`src/verilog/wb_bus_pkg.sv`:
```
// Wishbone slave port definitions
// Address and data widths plus the vector types that carry them

`default_nettype none

package wb_bus_pkg;

   // ********************
   // Port widths
   // ********************

   // Byte address, bits 1:0 ignored
   localparam int WB_ADR_W = 16;
   localparam int WB_DAT_W = 32;

   // One peripheral region spans 64 bytes
   localparam int REG_OFS_W = 6;

   // ********************
   // Vector types
   // ********************

   typedef logic [WB_ADR_W-1:0]  wb_adr_t;
   typedef logic [WB_DAT_W-1:0]  wb_dat_t;
   typedef logic [REG_OFS_W-1:0] reg_ofs_t;

endpackage

`default_nettype wire
```
`src/verilog/soc_map_pkg.sv`:
```
// Peripheral address map
// Region bases, register offsets, reset values and field widths
// of the system controller and the GPIO block

`default_nettype none

package soc_map_pkg;

   import wb_bus_pkg::*;

   // ********************
   // Regions
   // ********************

   localparam wb_adr_t SYS_BASE     = 16'h0000;
   localparam wb_adr_t GPIO_BASE    = 16'h0100;
   // Address bits below this belong to the register offset
   localparam int      REGION_SHIFT = 6;

   // ********************
   // System controller
   // ********************

   localparam reg_ofs_t SYS_VERSION_OFS  = 6'h00;
   localparam reg_ofs_t SYS_STATUS_OFS   = 6'h04;
   localparam reg_ofs_t SYS_SWCTL_OFS    = 6'h08;
   localparam reg_ofs_t SYS_NMIVEC_OFS   = 6'h0C;
   localparam reg_ofs_t SYS_MTIME_OFS    = 6'h10;
   localparam reg_ofs_t SYS_MTIMECMP_OFS = 6'h14;

   localparam wb_dat_t SYS_VERSION    = 32'h0001_0003;
   localparam wb_dat_t NMI_VEC_RESET  = 32'h0000_0000;
   // Keeps the timer interrupt low out of reset
   localparam wb_dat_t MTIMECMP_RESET = '1;

   // Software control: irq3, irq4, NMI request
   localparam int SWCTL_W        = 3;
   localparam int SWCTL_IRQ3_BIT = 0;
   localparam int SWCTL_IRQ4_BIT = 1;
   localparam int SWCTL_NMI_BIT  = 2;

   // Status: init done, init error, GPIO irq pending
   localparam int STATUS_W = 3;

   // ********************
   // GPIO
   // ********************

   localparam reg_ofs_t GPIO_IN_OFS   = 6'h00;
   localparam reg_ofs_t GPIO_OUT_OFS  = 6'h04;
   localparam reg_ofs_t GPIO_OE_OFS   = 6'h08;
   localparam reg_ofs_t GPIO_MASK_OFS = 6'h0C;
   localparam reg_ofs_t GPIO_STAT_OFS = 6'h10;

   localparam int GPIO_W = 32;
   typedef logic [GPIO_W-1:0] gpio_t;

endpackage

`default_nettype wire

```
`src/verilog/gpio_block.sv`:
```
// 32-bit GPIO block
// Output and output-enable registers, synchronized pin input and
// a masked rising-edge interrupt with write-one-to-clear status

`timescale 1ns/1ps
`default_nettype none

module gpio_block
   import wb_bus_pkg::*, soc_map_pkg::*;
(
   input  wire           clk,
   input  wire           i_rst_n,
   input  wire           i_stb,
   input  wire           i_we,
   input  wire reg_ofs_t i_ofs,
   input  wire wb_dat_t  i_dat,
   output wb_dat_t       o_rdt,
   output logic          o_ack,
   input  wire gpio_t    i_gpio_in,
   output gpio_t         o_gpio_out,
   output gpio_t         o_gpio_oe,
   output logic          o_gpio_irq
);

   reg_ofs_t word_ofs;
   logic     wr_en;
   logic     ack_q;
   wb_dat_t  rd_data;
   wb_dat_t  rdt_q;
   gpio_t    in_meta_q;
   gpio_t    in_sync_q;
   gpio_t    in_prev_q;
   gpio_t    rise;
   gpio_t    stat_clr;
   gpio_t    out_q;
   gpio_t    oe_q;
   gpio_t    mask_q;
   gpio_t    stat_q;

   assign word_ofs = {i_ofs[REG_OFS_W-1:2], 2'b00};
   assign wr_en    = i_stb & i_we & ~ack_q;

   // ********************
   // Pin input
   // ********************

   // Two sync stages, third stage for edge detect
   always_ff @(posedge clk or negedge i_rst_n) begin
      if (!i_rst_n) begin
         in_meta_q <= '0;
         in_sync_q <= '0;
         in_prev_q <= '0;
      end else begin
         in_meta_q <= i_gpio_in;
         in_sync_q <= in_meta_q;
         in_prev_q <= in_sync_q;
      end
   end

   assign rise     = in_sync_q & ~in_prev_q & mask_q;
   assign stat_clr = (wr_en && word_ofs == GPIO_STAT_OFS) ? i_dat[GPIO_W-1:0] : '0;

   // ********************
   // Registers
   // ********************

   always_ff @(posedge clk or negedge i_rst_n) begin
      if (!i_rst_n) begin
         out_q  <= '0;
         oe_q   <= '0;
         mask_q <= '0;
      end else if (wr_en) begin
         case (word_ofs)
            GPIO_OUT_OFS:  out_q  <= i_dat[GPIO_W-1:0];
            GPIO_OE_OFS:   oe_q   <= i_dat[GPIO_W-1:0];
            GPIO_MASK_OFS: mask_q <= i_dat[GPIO_W-1:0];
            default:       ;
         endcase
      end
   end

   // A new edge wins over a clear in the same cycle
   always_ff @(posedge clk or negedge i_rst_n) begin
      if (!i_rst_n) begin
         stat_q <= '0;
      end else begin
         stat_q <= (stat_q & ~stat_clr) | rise;
      end
   end

   assign o_gpio_out = out_q;
   assign o_gpio_oe  = oe_q;
   assign o_gpio_irq = |stat_q;

   always_comb begin
      case (word_ofs)
         GPIO_IN_OFS:   rd_data = in_sync_q;
         GPIO_OUT_OFS:  rd_data = out_q;
         GPIO_OE_OFS:   rd_data = oe_q;
         GPIO_MASK_OFS: rd_data = mask_q;
         GPIO_STAT_OFS: rd_data = stat_q;
         default:       rd_data = '0;
      endcase
   end

   always_ff @(posedge clk or negedge i_rst_n) begin
      if (!i_rst_n) begin
         ack_q <= 1'b0;
      end else begin
         ack_q <= i_stb & ~ack_q;
      end
   end

   always_ff @(posedge clk) begin
      if (i_stb && !ack_q) begin
         rdt_q <= rd_data;
      end
   end

   assign o_ack = ack_q;
   assign o_rdt = rdt_q;

endmodule

`default_nettype wire

```
`src/verilog/mtime_timer.sv`:
```
// Machine timer
// Free-running time counter and a compare register that raises
// the timer interrupt once the count reaches it

`timescale 1ns/1ps
`default_nettype none

module mtime_timer
   import wb_bus_pkg::*, soc_map_pkg::*;
(
   input  wire          clk,
   input  wire          i_rst_n,
   input  wire          i_cmp_we,
   input  wire wb_dat_t i_cmp_dat,
   output wb_dat_t      o_mtime,
   output wb_dat_t      o_mtimecmp,
   output logic         o_timer_irq
);

   wb_dat_t mtime_q;
   wb_dat_t mtimecmp_q;
   logic    irq_q;

   always_ff @(posedge clk or negedge i_rst_n) begin
      if (!i_rst_n) begin
         mtime_q <= '0;
      end else begin
         mtime_q <= mtime_q + 1'b1;
      end
   end

   always_ff @(posedge clk or negedge i_rst_n) begin
      if (!i_rst_n) begin
         mtimecmp_q <= MTIMECMP_RESET;
      end else if (i_cmp_we) begin
         mtimecmp_q <= i_cmp_dat;
      end
   end

   // Compare result shows one cycle later
   always_ff @(posedge clk or negedge i_rst_n) begin
      if (!i_rst_n) begin
         irq_q <= 1'b0;
      end else begin
         irq_q <= (mtime_q >= mtimecmp_q);
      end
   end

   assign o_mtime     = mtime_q;
   assign o_mtimecmp  = mtimecmp_q;
   assign o_timer_irq = irq_q;

endmodule

`default_nettype wire

```
`src/verilog/periph_top.sv`:
```
// Peripheral subsystem top level
// A Wishbone slave port reaches the system controller and the
// GPIO block through the address decoder

`timescale 1ns/1ps
`default_nettype none

module periph_top
   import wb_bus_pkg::*, soc_map_pkg::*;
(
   input  wire          clk,
   input  wire          i_rst_n,
   // Wishbone slave port
   input  wire wb_adr_t i_wb_adr,
   input  wire wb_dat_t i_wb_dat,
   input  wire          i_wb_we,
   input  wire          i_wb_cyc,
   input  wire          i_wb_stb,
   output wire wb_dat_t o_wb_rdt,
   output wire          o_wb_ack,
   output wire          o_wb_err,
   // System controller
   input  wire          i_ram_init_done,
   input  wire          i_ram_init_error,
   output wire          o_timer_irq,
   output wire          o_sw_irq3,
   output wire          o_sw_irq4,
   output wire          o_nmi_int,
   output wire wb_dat_t o_nmi_vec,
   // GPIO pins, pads live on the board top level
   input  wire gpio_t   i_gpio_in,
   output wire gpio_t   o_gpio_out,
   output wire gpio_t   o_gpio_oe,
   output wire          o_gpio_irq
);

   logic     sys_stb;
   logic     gpio_stb;
   wb_dat_t  sys_rdt;
   wb_dat_t  gpio_rdt;
   logic     sys_ack;
   logic     gpio_ack;
   logic     gpio_irq;
   reg_ofs_t wb_ofs;

   assign wb_ofs     = i_wb_adr[REG_OFS_W-1:0];
   assign o_gpio_irq = gpio_irq;

   wb_addr_decode u_decode (
      .clk        (clk),
      .i_rst_n    (i_rst_n),
      .i_wb_adr   (i_wb_adr),
      .i_wb_cyc   (i_wb_cyc),
      .i_wb_stb   (i_wb_stb),
      .o_sys_stb  (sys_stb),
      .o_gpio_stb (gpio_stb),
      .i_sys_rdt  (sys_rdt),
      .i_sys_ack  (sys_ack),
      .i_gpio_rdt (gpio_rdt),
      .i_gpio_ack (gpio_ack),
      .o_wb_rdt   (o_wb_rdt),
      .o_wb_ack   (o_wb_ack),
      .o_wb_err   (o_wb_err)
   );

   sys_con u_sys_con (
      .clk              (clk),
      .i_rst_n          (i_rst_n),
      .i_stb            (sys_stb),
      .i_we             (i_wb_we),
      .i_ofs            (wb_ofs),
      .i_dat            (i_wb_dat),
      .o_rdt            (sys_rdt),
      .o_ack            (sys_ack),
      .i_ram_init_done  (i_ram_init_done),
      .i_ram_init_error (i_ram_init_error),
      .i_gpio_irq       (gpio_irq),
      .o_timer_irq      (o_timer_irq),
      .o_sw_irq3        (o_sw_irq3),
      .o_sw_irq4        (o_sw_irq4),
      .o_nmi_int        (o_nmi_int),
      .o_nmi_vec        (o_nmi_vec)
   );

   gpio_block u_gpio (
      .clk        (clk),
      .i_rst_n    (i_rst_n),
      .i_stb      (gpio_stb),
      .i_we       (i_wb_we),
      .i_ofs      (wb_ofs),
      .i_dat      (i_wb_dat),
      .o_rdt      (gpio_rdt),
      .o_ack      (gpio_ack),
      .i_gpio_in  (i_gpio_in),
      .o_gpio_out (o_gpio_out),
      .o_gpio_oe  (o_gpio_oe),
      .o_gpio_irq (gpio_irq)
   );

endmodule

`default_nettype wire

```
`src/verilog/sys_con.sv`:
```
// System controller
// Version and status words, software interrupt and NMI control,
// NMI vector, and access to the machine timer

`timescale 1ns/1ps
`default_nettype none

module sys_con
   import wb_bus_pkg::*, soc_map_pkg::*;
(
   input  wire           clk,
   input  wire           i_rst_n,
   input  wire           i_stb,
   input  wire           i_we,
   input  wire reg_ofs_t i_ofs,
   input  wire wb_dat_t  i_dat,
   output wb_dat_t       o_rdt,
   output logic          o_ack,
   input  wire           i_ram_init_done,
   input  wire           i_ram_init_error,
   input  wire           i_gpio_irq,
   output logic          o_timer_irq,
   output logic          o_sw_irq3,
   output logic          o_sw_irq4,
   output logic          o_nmi_int,
   output wb_dat_t       o_nmi_vec
);

   reg_ofs_t           word_ofs;
   logic               wr_en;
   logic               cmp_we;
   logic               ack_q;
   wb_dat_t            rd_data;
   wb_dat_t            rdt_q;
   logic [SWCTL_W-1:0] swctl_q;
   wb_dat_t            nmi_vec_q;
   wb_dat_t            mtime;
   wb_dat_t            mtimecmp;

   // Byte lanes inside the word are ignored
   assign word_ofs = {i_ofs[REG_OFS_W-1:2], 2'b00};
   // Writes land on the edge where ack rises
   assign wr_en    = i_stb & i_we & ~ack_q;
   assign cmp_we   = wr_en & (word_ofs == SYS_MTIMECMP_OFS);

   // ********************
   // Control registers
   // ********************

   always_ff @(posedge clk or negedge i_rst_n) begin
      if (!i_rst_n) begin
         swctl_q   <= '0;
         nmi_vec_q <= NMI_VEC_RESET;
      end else if (wr_en) begin
         case (word_ofs)
            SYS_SWCTL_OFS:  swctl_q   <= i_dat[SWCTL_W-1:0];
            SYS_NMIVEC_OFS: nmi_vec_q <= i_dat;
            default:        ;
         endcase
      end
   end

   assign o_sw_irq3 = swctl_q[SWCTL_IRQ3_BIT];
   assign o_sw_irq4 = swctl_q[SWCTL_IRQ4_BIT];
   assign o_nmi_int = swctl_q[SWCTL_NMI_BIT];
   assign o_nmi_vec = nmi_vec_q;

   mtime_timer u_mtime (
      .clk         (clk),
      .i_rst_n     (i_rst_n),
      .i_cmp_we    (cmp_we),
      .i_cmp_dat   (i_dat),
      .o_mtime     (mtime),
      .o_mtimecmp  (mtimecmp),
      .o_timer_irq (o_timer_irq)
   );

   // ********************
   // Read and ack
   // ********************

   always_comb begin
      case (word_ofs)
         SYS_VERSION_OFS:  rd_data = SYS_VERSION;
         SYS_STATUS_OFS:   rd_data = {{(WB_DAT_W-STATUS_W){1'b0}},
                                      i_gpio_irq, i_ram_init_error, i_ram_init_done};
         SYS_SWCTL_OFS:    rd_data = {{(WB_DAT_W-SWCTL_W){1'b0}}, swctl_q};
         SYS_NMIVEC_OFS:   rd_data = nmi_vec_q;
         SYS_MTIME_OFS:    rd_data = mtime;
         SYS_MTIMECMP_OFS: rd_data = mtimecmp;
         default:          rd_data = '0;
      endcase
   end

   always_ff @(posedge clk or negedge i_rst_n) begin
      if (!i_rst_n) begin
         ack_q <= 1'b0;
      end else begin
         ack_q <= i_stb & ~ack_q;
      end
   end

   always_ff @(posedge clk) begin
      if (i_stb && !ack_q) begin
         rdt_q <= rd_data;
      end
   end

   assign o_ack = ack_q;
   assign o_rdt = rdt_q;

   // Host releases the strobe once it has seen ack
   a_stb_released : assert property (@(posedge clk) disable iff (!i_rst_n)
      o_ack |-> !i_stb);

endmodule

`default_nettype wire

```
`src/verilog/wb_addr_decode.sv`:
```
// Wishbone address decoder
// Routes the strobe to the slave whose region matches, steers the
// reply back and answers unmapped addresses with an error

`timescale 1ns/1ps
`default_nettype none

module wb_addr_decode
   import wb_bus_pkg::*, soc_map_pkg::*;
(
   input  wire          clk,
   input  wire          i_rst_n,
   input  wire wb_adr_t i_wb_adr,
   input  wire          i_wb_cyc,
   input  wire          i_wb_stb,
   output logic         o_sys_stb,
   output logic         o_gpio_stb,
   input  wire wb_dat_t i_sys_rdt,
   input  wire          i_sys_ack,
   input  wire wb_dat_t i_gpio_rdt,
   input  wire          i_gpio_ack,
   output wb_dat_t      o_wb_rdt,
   output logic         o_wb_ack,
   output logic         o_wb_err
);

   localparam int REGION_W = WB_ADR_W - REGION_SHIFT;

   logic [REGION_W-1:0] adr_region;
   logic                req;
   logic                sys_hit;
   logic                gpio_hit;
   logic                miss;
   logic                sel_sys_q;
   logic                sel_gpio_q;
   logic                err_q;

   // ********************
   // Region match
   // ********************

   assign req        = i_wb_cyc & i_wb_stb;
   assign adr_region = i_wb_adr[WB_ADR_W-1:REGION_SHIFT];
   assign sys_hit    = (adr_region == SYS_BASE[WB_ADR_W-1:REGION_SHIFT]);
   assign gpio_hit   = (adr_region == GPIO_BASE[WB_ADR_W-1:REGION_SHIFT]);
   assign miss       = req & ~sys_hit & ~gpio_hit;

   assign o_sys_stb  = req & sys_hit;
   assign o_gpio_stb = req & gpio_hit;

   // ********************
   // Reply path
   // ********************

   // Selection lines up with the slave's registered ack
   always_ff @(posedge clk or negedge i_rst_n) begin
      if (!i_rst_n) begin
         sel_sys_q  <= 1'b0;
         sel_gpio_q <= 1'b0;
         err_q      <= 1'b0;
      end else begin
         sel_sys_q  <= o_sys_stb;
         sel_gpio_q <= o_gpio_stb;
         // One-cycle error, not repeated while the host still holds stb
         err_q      <= miss & ~err_q;
      end
   end

   always_comb begin
      if (sel_sys_q) begin
         o_wb_rdt = i_sys_rdt;
      end else if (sel_gpio_q) begin
         o_wb_rdt = i_gpio_rdt;
      end else begin
         o_wb_rdt = '0;
      end
   end

   assign o_wb_ack = (sel_sys_q & i_sys_ack) | (sel_gpio_q & i_gpio_ack);
   assign o_wb_err = err_q;

   // Error reply and slave ack must never collide
   a_ack_err_excl : assert property (@(posedge clk) disable iff (!i_rst_n)
      !((i_sys_ack || i_gpio_ack) && o_wb_err));

   // Only one slave replies at a time
   a_reply_excl : assert property (@(posedge clk) disable iff (!i_rst_n)
      !(i_sys_ack && i_gpio_ack));

endmodule

`default_nettype wire

```
`config.mk`:
```
export PLATFORM = sky130hd
export DESIGN_NAME = periph_top
export DESIGN_NICKNAME = d
export VERILOG_FILES = /design/src/verilog/wb_bus_pkg.sv /design/src/verilog/soc_map_pkg.sv /design/src/verilog/gpio_block.sv /design/src/verilog/mtime_timer.sv /design/src/verilog/periph_top.sv /design/src/verilog/sys_con.sv /design/src/verilog/wb_addr_decode.sv
export SDC_FILE = /design/constraint.sdc
export NUM_CORES = 1
export LEC_CHECK = 0
export ABC_AREA = 1
export ABC_CLOCK_PERIOD_IN_PS = 2900
export BUFFER_PORTS_ARGS = -buffer_cell sky130_fd_sc_hd__buf_2
export CORE_ASPECT_RATIO = 0.75
export CORE_UTILIZATION = 35
export DETAILED_ROUTE_END_ITERATION = 7
export GPL_TIMING_DRIVEN = 0
export PLACE_DENSITY = 0.57
export SKIP_CTS_REPAIR_TIMING = 1
export SLEW_MARGIN = 25
export SYNTH_ARGS = -nofsm -noshare
export SYNTH_HDL_FRONTEND = slang
export SYNTH_SLANG_ARGS = --single-unit
```
`constraint.sdc`:
```
create_clock -name clk -period 2.9 [get_ports clk]
set_clock_uncertainty 0.2 [all_clocks]
set_input_delay 0.29 -clock clk [delete_from_list [all_inputs] [get_ports clk]]
set_output_delay 0.29 -clock clk [all_outputs]
set_load 0.02 [all_outputs]
```
==> results of run 1 <==
stage by stage:
step,hold slack (ns),instances
finish,0.00465,2725
global route,0.0171,2725
CTS,-0.419,2652
detailed placement,0.135,2582
global placement,0.132,2579
floorplan,-0.206,1721
power by group through the flow:
stage,combinational [W],sequential (W),clock [W]
after global placement,0.000344,0.00581,0
after detailed placement,0.000363,0.00581,0
after CTS,0.000365,0.00571,0.00537
after global routing,0.000478,0.00571,0.00562
after floorplan,0.0000979,0.00580,0
final,0.000434,0.00571,0.00531
per-layer routing:
metal	GRT usage, %	up-vias	share of wire [%]
met2	35.0	621	43
met3	5.53	65	9.8
met5	0	-	0
li1	-	6359	-
met4	5.23	0	1.8
met1	36.0	6850	46
kinds of logic (layout without fill, tap and decap cells):
logic type | after synthesis | count (layout) | share of synthesized area [%]
and+or+nand+nor | 768 | 768 | 19.9
DFF | 393 | 393 | 60.9
AOI/OAI and AO/OA | 279 | 279 | 9.01
buffers and inverters | 218 | 583 | 6.15
adders and majority gates | 33 | 33 | 2.47
xor gates and xnor gates | 30 | 30 | 1.57
Yosys cell counts, drive strengths merged:
cell / n
nand3b: 32
a21oi: 50
dfrtp: 297
nor2: 49
edfxtp: 64
clkbuf: 25
xor2: 29
inv: 146
nor3b: 1
o21ai: 194
o2111ai: 1
and3: 1
o221ai: 21
nand2: 530
nor4: 2
dfstp: 32
o21a: 1
o211ai: 7
a22o: 1
xnor2: 1
o22ai: 3
nor3: 27
nand4: 13
or2: 1
ha: 33
nand3: 112
buf: 47
a21o: 1
worst max-delay path, stage by stage, from the launching register on:
cell	delay, ns
dfrtp_1	0.32
clkbuf_1	0.48
inv_2	0.24
clkbuf_2	0.24
nand3_1	0.13
nand2_1	0.16
buf_2	0.20
area by class of cell:
class | count | area [sq um]
clock inverter | 11 | 108
fill | 4658 | 26500
clock buffer | 59 | 1210
tap | 639 | 800
multi-input combinational | 1110 | 5530
inverter | 146 | 548
timing repair buffer | 295 | 1920
sequential | 393 | 10200
buffer | 72 | 487
state kept, by name, indices dropped and copies added (netlist names):
name,flops
u_decode.o_wb_err,1
u_gpio.o_ack,1
u_sys_con.u_mtime.o_mtime,32
u_gpio.in_meta_q,32
u_gpio.o_gpio_out,32
u_gpio.stat_q,32
u_decode.sel_sys_q,1
u_sys_con.swctl_q,3
u_gpio.in_sync_q,32
u_gpio.mask_q,32
u_gpio.o_rdt,32
u_decode.sel_gpio_q,1
u_gpio.in_prev_q,32
u_sys_con.u_mtime.o_mtimecmp,32
u_sys_con.o_ack,1
u_sys_con.u_mtime.o_timer_irq,1
u_sys_con.o_rdt,32
u_sys_con.o_nmi_vec,32
u_gpio.o_gpio_oe,32
how the worst min path moves through the flow:
stage | endpoint | from | slack [ns] | cells past startpoint
6_report | u_decode.o_wb_err$_DFF_PN0_ | i_wb_cyc | 0.005 | 4
5_1_grt | u_sys_con.o_rdt[0]$_DFFE_PP_ | i_ram_init_done | 0.02 | 5
4_1_cts | u_gpio.in_meta_q[3]$_DFF_PN0_ | i_rst_n | -0.42 | 1
3_5_place_dp | u_gpio.in_sync_q[14]$_DFF_PN0_ | u_gpio.in_meta_q[14]$_DFF_PN0_ | 0.13 | 0
3_3_place_gp | u_gpio.in_sync_q[27]$_DFF_PN0_ | u_gpio.in_meta_q[27]$_DFF_PN0_ | 0.13 | 0
2_1_floorplan | u_decode.o_wb_err$_DFF_PN0_ | i_rst_n | -0.21 | 0
==> flow_summary.yaml, run 1 <==
worst_hold_path:
  hold_path_class: "input pin to flip-flop"
clock_network:
  ctsHtreeMaxLevel: 2
  cts-root-buf: "clkbuf_16"
  cts_buffers: 41
  clockBufferDepth: 3
  cts_sinks: 393
  cts_tree: "yes"
  worstSkewPairLatency_ns: 0.55
  clk_pin_slew_ns: 0.06
power:
  p_int_w: 0.00890
  clkPwrFrac_pct: 46.4
  swShare_pct: 22.3
  total_power_w: 0.0114
  combPwrFrac_pct: 3.8
  p_per_area_nw_per_um2: 550
  p_seq_share_pct: 49.8
  p_leak_nw: 9.81
  p_sw_w: 0.00255
  ir_worst_vdd_mv: 0.372
worst_setup_path:
  worst_setup_path_start_kind: "flip-flop"
  arrival_ns: 2.33
  rr_startpoint: "u_sys_con.u_mtime.o_mtime[2]$_DFF_PN0_"
  r2r_end: "u_sys_con.u_mtime.o_mtime[29]$_DFF_PN0_"
  r2r_setup_slack_ns: 0.69
  worstSetupStartpoint: "u_decode.sel_sys_q$_DFF_PN0_"
  cp_max_fo: 10
  endpoint: "o_wb_rdt[20]"
  ff2ff_path_depth: 6
  worstPathRequired_ns: 2.41
  cp-end-kind: "primary output"
  crit_type: "flip-flop to primary output"
placement:
  dp_hpwl_microns: 44200
  place_ws_ns: 0.312
  place.gp.congestion: 0.908
  dpl_cell_area_sq_um: 18700
  io_buffers: 219
grt:
  gr-total-overflow: 0
  grt_pass1_wl_microns: 85200
  grt_pass1_vias: 13200
  grt_max_degree: 91
  antenna_found_initial: 0
  gr-usage-all-layers_pct: 24.0
sta:
  clock.fmax_mhz: 355
  tns_ns: 0
  relSlewSlack_pct: 36.9
  post-route-period-util_pct: 97.2
  min_period_ns: 2.82
  hold_viol_final: 0
  rsz0062_at_grt: "false"
  post-route-worst-setup-slack_ns: 0.0812
  drv_slew: 0
  worst-slew-pin-transition_ns: 0.946
  setup_viol: 0
layout:
  drive_gt1_share_pct: 18.5
  num_antenna_cells: 0
  layout_commonest_cell: "nand2_1"
  fin_area_sq_um: 20800
  mostFrequentLayoutCells: "nand2_1, dfrtp_1, buf_2"
  utilization_pct: 44.0
  syn2layout_area_growth_pct: 24.2
  nNetsFinal: 2179
floorplan:
  fp-row-count: 69
  io_pins: 222
  die-area_sq_um: 48700
  start_util_pct: 35.4
  coreArea_sq_um: 47300
  die_h_microns: 191
  fp.dieW_microns: 255
job:
  cap_viol_max_count: 0
synth:
  postSynthCellCount: 1721
  syn_area_per_cell_sq_um: 9.73
  ys_ff_latch: 393
  yosysTopAreaCellShare_pct: 44.4
  netlist_area_sq_um: 16700
  synth_area_leaders: "dfrtp_1, nand2_1, edfxtp_1, dfstp_2, nand3_1"
  synth_cell_type_count: 40
  syn_nets: 1841
  synth_area_leader_cell: "dfrtp_1"
  ys_seq_area_share_pct: 60.9
  yosys_warnings: 0
status:
  outcome: "finished, final reports clean"
detailed_routing:
  drt-pass1-iter-count: 6
  drc: 0
  first_iter_violations: 1461
  num_vias: 13900
  antenna_left: 0
  wire_per_inst_microns: 21.4
  avgViaCountPerCell: 5.10
  routed_wl_microns: 58300
Power figures use the tool's default switching activity.
==> inputs of run 2 (changes only) <==
--- a/config.mk
+++ b/config.mk
@@ -13,6 +13,7 @@
 export DETAILED_ROUTE_END_ITERATION = 7
 export GPL_TIMING_DRIVEN = 0
 export PLACE_DENSITY = 0.57
+export REMOVE_ABC_BUFFERS = 1
 export SKIP_CTS_REPAIR_TIMING = 1
 export SLEW_MARGIN = 25
 export SYNTH_ARGS = -nofsm -noshare
==> run 2 against run 1 <==
Net effect: via count down 5.7%; combinational power down 6.7%; routed wire length down 13%; non-clock buffer count down 63; clock power up 5.3%; sequential cell count unchanged; first-iteration DRC count down 28%; critical path type unchanged; largest cell class unchanged.
==> flow_summary.yaml, run 2 (synthesis gave the netlist of run 1 again) <==
floorplan:
  fp-row-count: 69
  fp.dieW_microns: 255
  die_h_microns: 191
  die-area_sq_um: 48700
  io_pins: 222
  coreArea_sq_um: 47300
  start_util_pct: 35.4
detailed_routing:
  first_iter_violations: 1048
  num_vias: 13100
  drt-pass1-iter-count: 6
  avgViaCountPerCell: 4.90
  antenna_left: 0
  wire_per_inst_microns: 18.9
  drc: 0
  routed_wl_microns: 50600
power:
  swShare_pct: 22.1
  p_per_area_nw_per_um2: 565
  ir_worst_vdd_mv: 0.346
  total_power_w: 0.0117
  p_sw_w: 0.00259
  p_int_w: 0.00911
  clkPwrFrac_pct: 47.8
  combPwrFrac_pct: 3.5
  p_seq_share_pct: 48.7
  p_leak_nw: 9.70
layout:
  mostFrequentLayoutCells: "nand2_1, dfrtp_1, buf_2"
  drive_gt1_share_pct: 17.5
  syn2layout_area_growth_pct: 23.6
  instances_no_fill: 2673
  n_fill_cell: 4621
  nNetsFinal: 2118
  layout_commonest_cell: "nand2_1"
  fin_area_sq_um: 20700
worst_setup_path:
  worst_setup_path_start_kind: "flip-flop"
  cp_slowest_stage_delay_ns: 0.41
  critPathBufInv: 1
  ff2ff_path_depth: 6
  arrival_ns: 2.33
  crit_type: "flip-flop to primary output"
  cp_max_fo: 3
  worstPathRequired_ns: 2.41
  cp_cell_sequence: "nor2_1 > nand3_4 > nor3_4 > nand2_1 > or2_2 > buf_2"
  path_delay_family: "simple AND/OR/NAND/NOR gates"
  cp-end-kind: "primary output"
  critPathSlowestCell: "dfrtp_1"
  path_depth: 6
sta:
  post-route-period-util_pct: 97.4
  post-route-worst-setup-slack_ns: 0.0759
  rsz0062_at_grt: "false"
  drv_slew: 0
  min_period_ns: 2.82
  worst-slew-pin-transition_ns: 1.03
  relSlewSlack_pct: 31.1
  hold_ws_ns: 0.0320
  clock.fmax_mhz: 354
  setup_viol: 0
  hold_viol_final: 0
clock_network:
  cts_buffers: 43
  cts-root-buf: "clkbuf_16"
  worstSkewPairLatency_ns: 0.57
  cts_sinks: 393
  clockBufferDepth: 3
  cts_tree: "yes"
  clk_pin_slew_ns: 0.06
  ctsHtreeMaxLevel: 2
placement:
  place_ws_ns: -0.0771
  dp_hpwl_microns: 34300
  io_buffers: 219
  place.gp.congestion: 0.849
  dpl_cell_area_sq_um: 18500
  place_inst: 2519
status:
  outcome: "finished, final reports clean"
grt:
  grt_pass1_vias: 12600
  grt_max_degree: 93
  grt_pass1_wl_microns: 75800
  gr-total-overflow: 0
  antenna_found_initial: 1
  gr-usage-all-layers_pct: 20.8
worst_hold_path:
  whs_path_depth: 6
  hold_path_class: "input pin to flip-flop"
job:
  cap_viol_max_count: 0
==> run 2: path summary, 6_finish.rpt <==
path                                          startpoint  slack, ns                                           end
max                          u_gpio.stat_q[19]$_DFF_PN0_       0.08                                    o_gpio_irq
min                                         i_wb_adr[12]       0.03                   u_decode.o_wb_err$_DFF_PN0_
max reg2reg                       u_gpio.o_ack$_DFF_PN0_       0.26              u_gpio.o_gpio_oe[25]$_DFFE_PN0P_
min reg2reg                u_gpio.in_meta_q[4]$_DFF_PN0_       0.15                 u_gpio.in_sync_q[4]$_DFF_PN0_
max in group asynchronous                        i_rst_n       1.48  u_sys_con.u_mtime.o_mtimecmp[20]$_DFFE_PN1P_
min in group asynchronous                        i_rst_n       0.10                   u_gpio.stat_q[30]$_DFF_PN0_
==> run 2: area by class of cell <==
class	count	area (sq um)	area share, %
Multi-Input combinational cell	1110	5560	26.8
Inverter	146	553	2.67
Tap cell	639	800	3.86
Sequential cell	393	10200	49.3
Clock buffer	67	1270	6.12
Antenna cell	1	2.50	0.0121
Clock inverter	13	165	0.798
Timing Repair Buffer	304	2160	10.4
==> run 2: power groups by stage <==
stage	combinational [W]	clock, W	sequential, W
global placement	0.000308	0	0.00580
CTS	0.000340	0.00573	0.00570
global route	0.000454	0.00596	0.00571
floorplan	0.0000915	0	0.00580
finish	0.000405	0.00559	0.00570
detailed placement	0.000339	0	0.00580
==> run 2: metrics by stage <==
stage                     TNS (ns)  util [%]
after floorplan                  0         -
after global placement    -1900.70      38.4
after detailed placement     -1.91      39.1
after CTS                   -0.371      42.2
after global routing             0      43.8
final                            0      43.8
==> run 2: routing by layer <==
layer / global-route usage (%) / vias to the layer above / wire (microns)
li1: - / 6238 / -
met1: 31.4 / 6380 / 25000
met2: 30.8 / 429 / 21900
met3: 3.30 / 62 / 3010
met4: 5.39 / 0 / 741
met5: 0 / - / 0
==> run 2: worst min-delay path, stage by stage <==
cell     delay (ns)
buf_2          0.07
nor2_1         0.03
nand2_1        0.09
nor2_4         0.07
nand2_1        0.07
and3_1         0.13
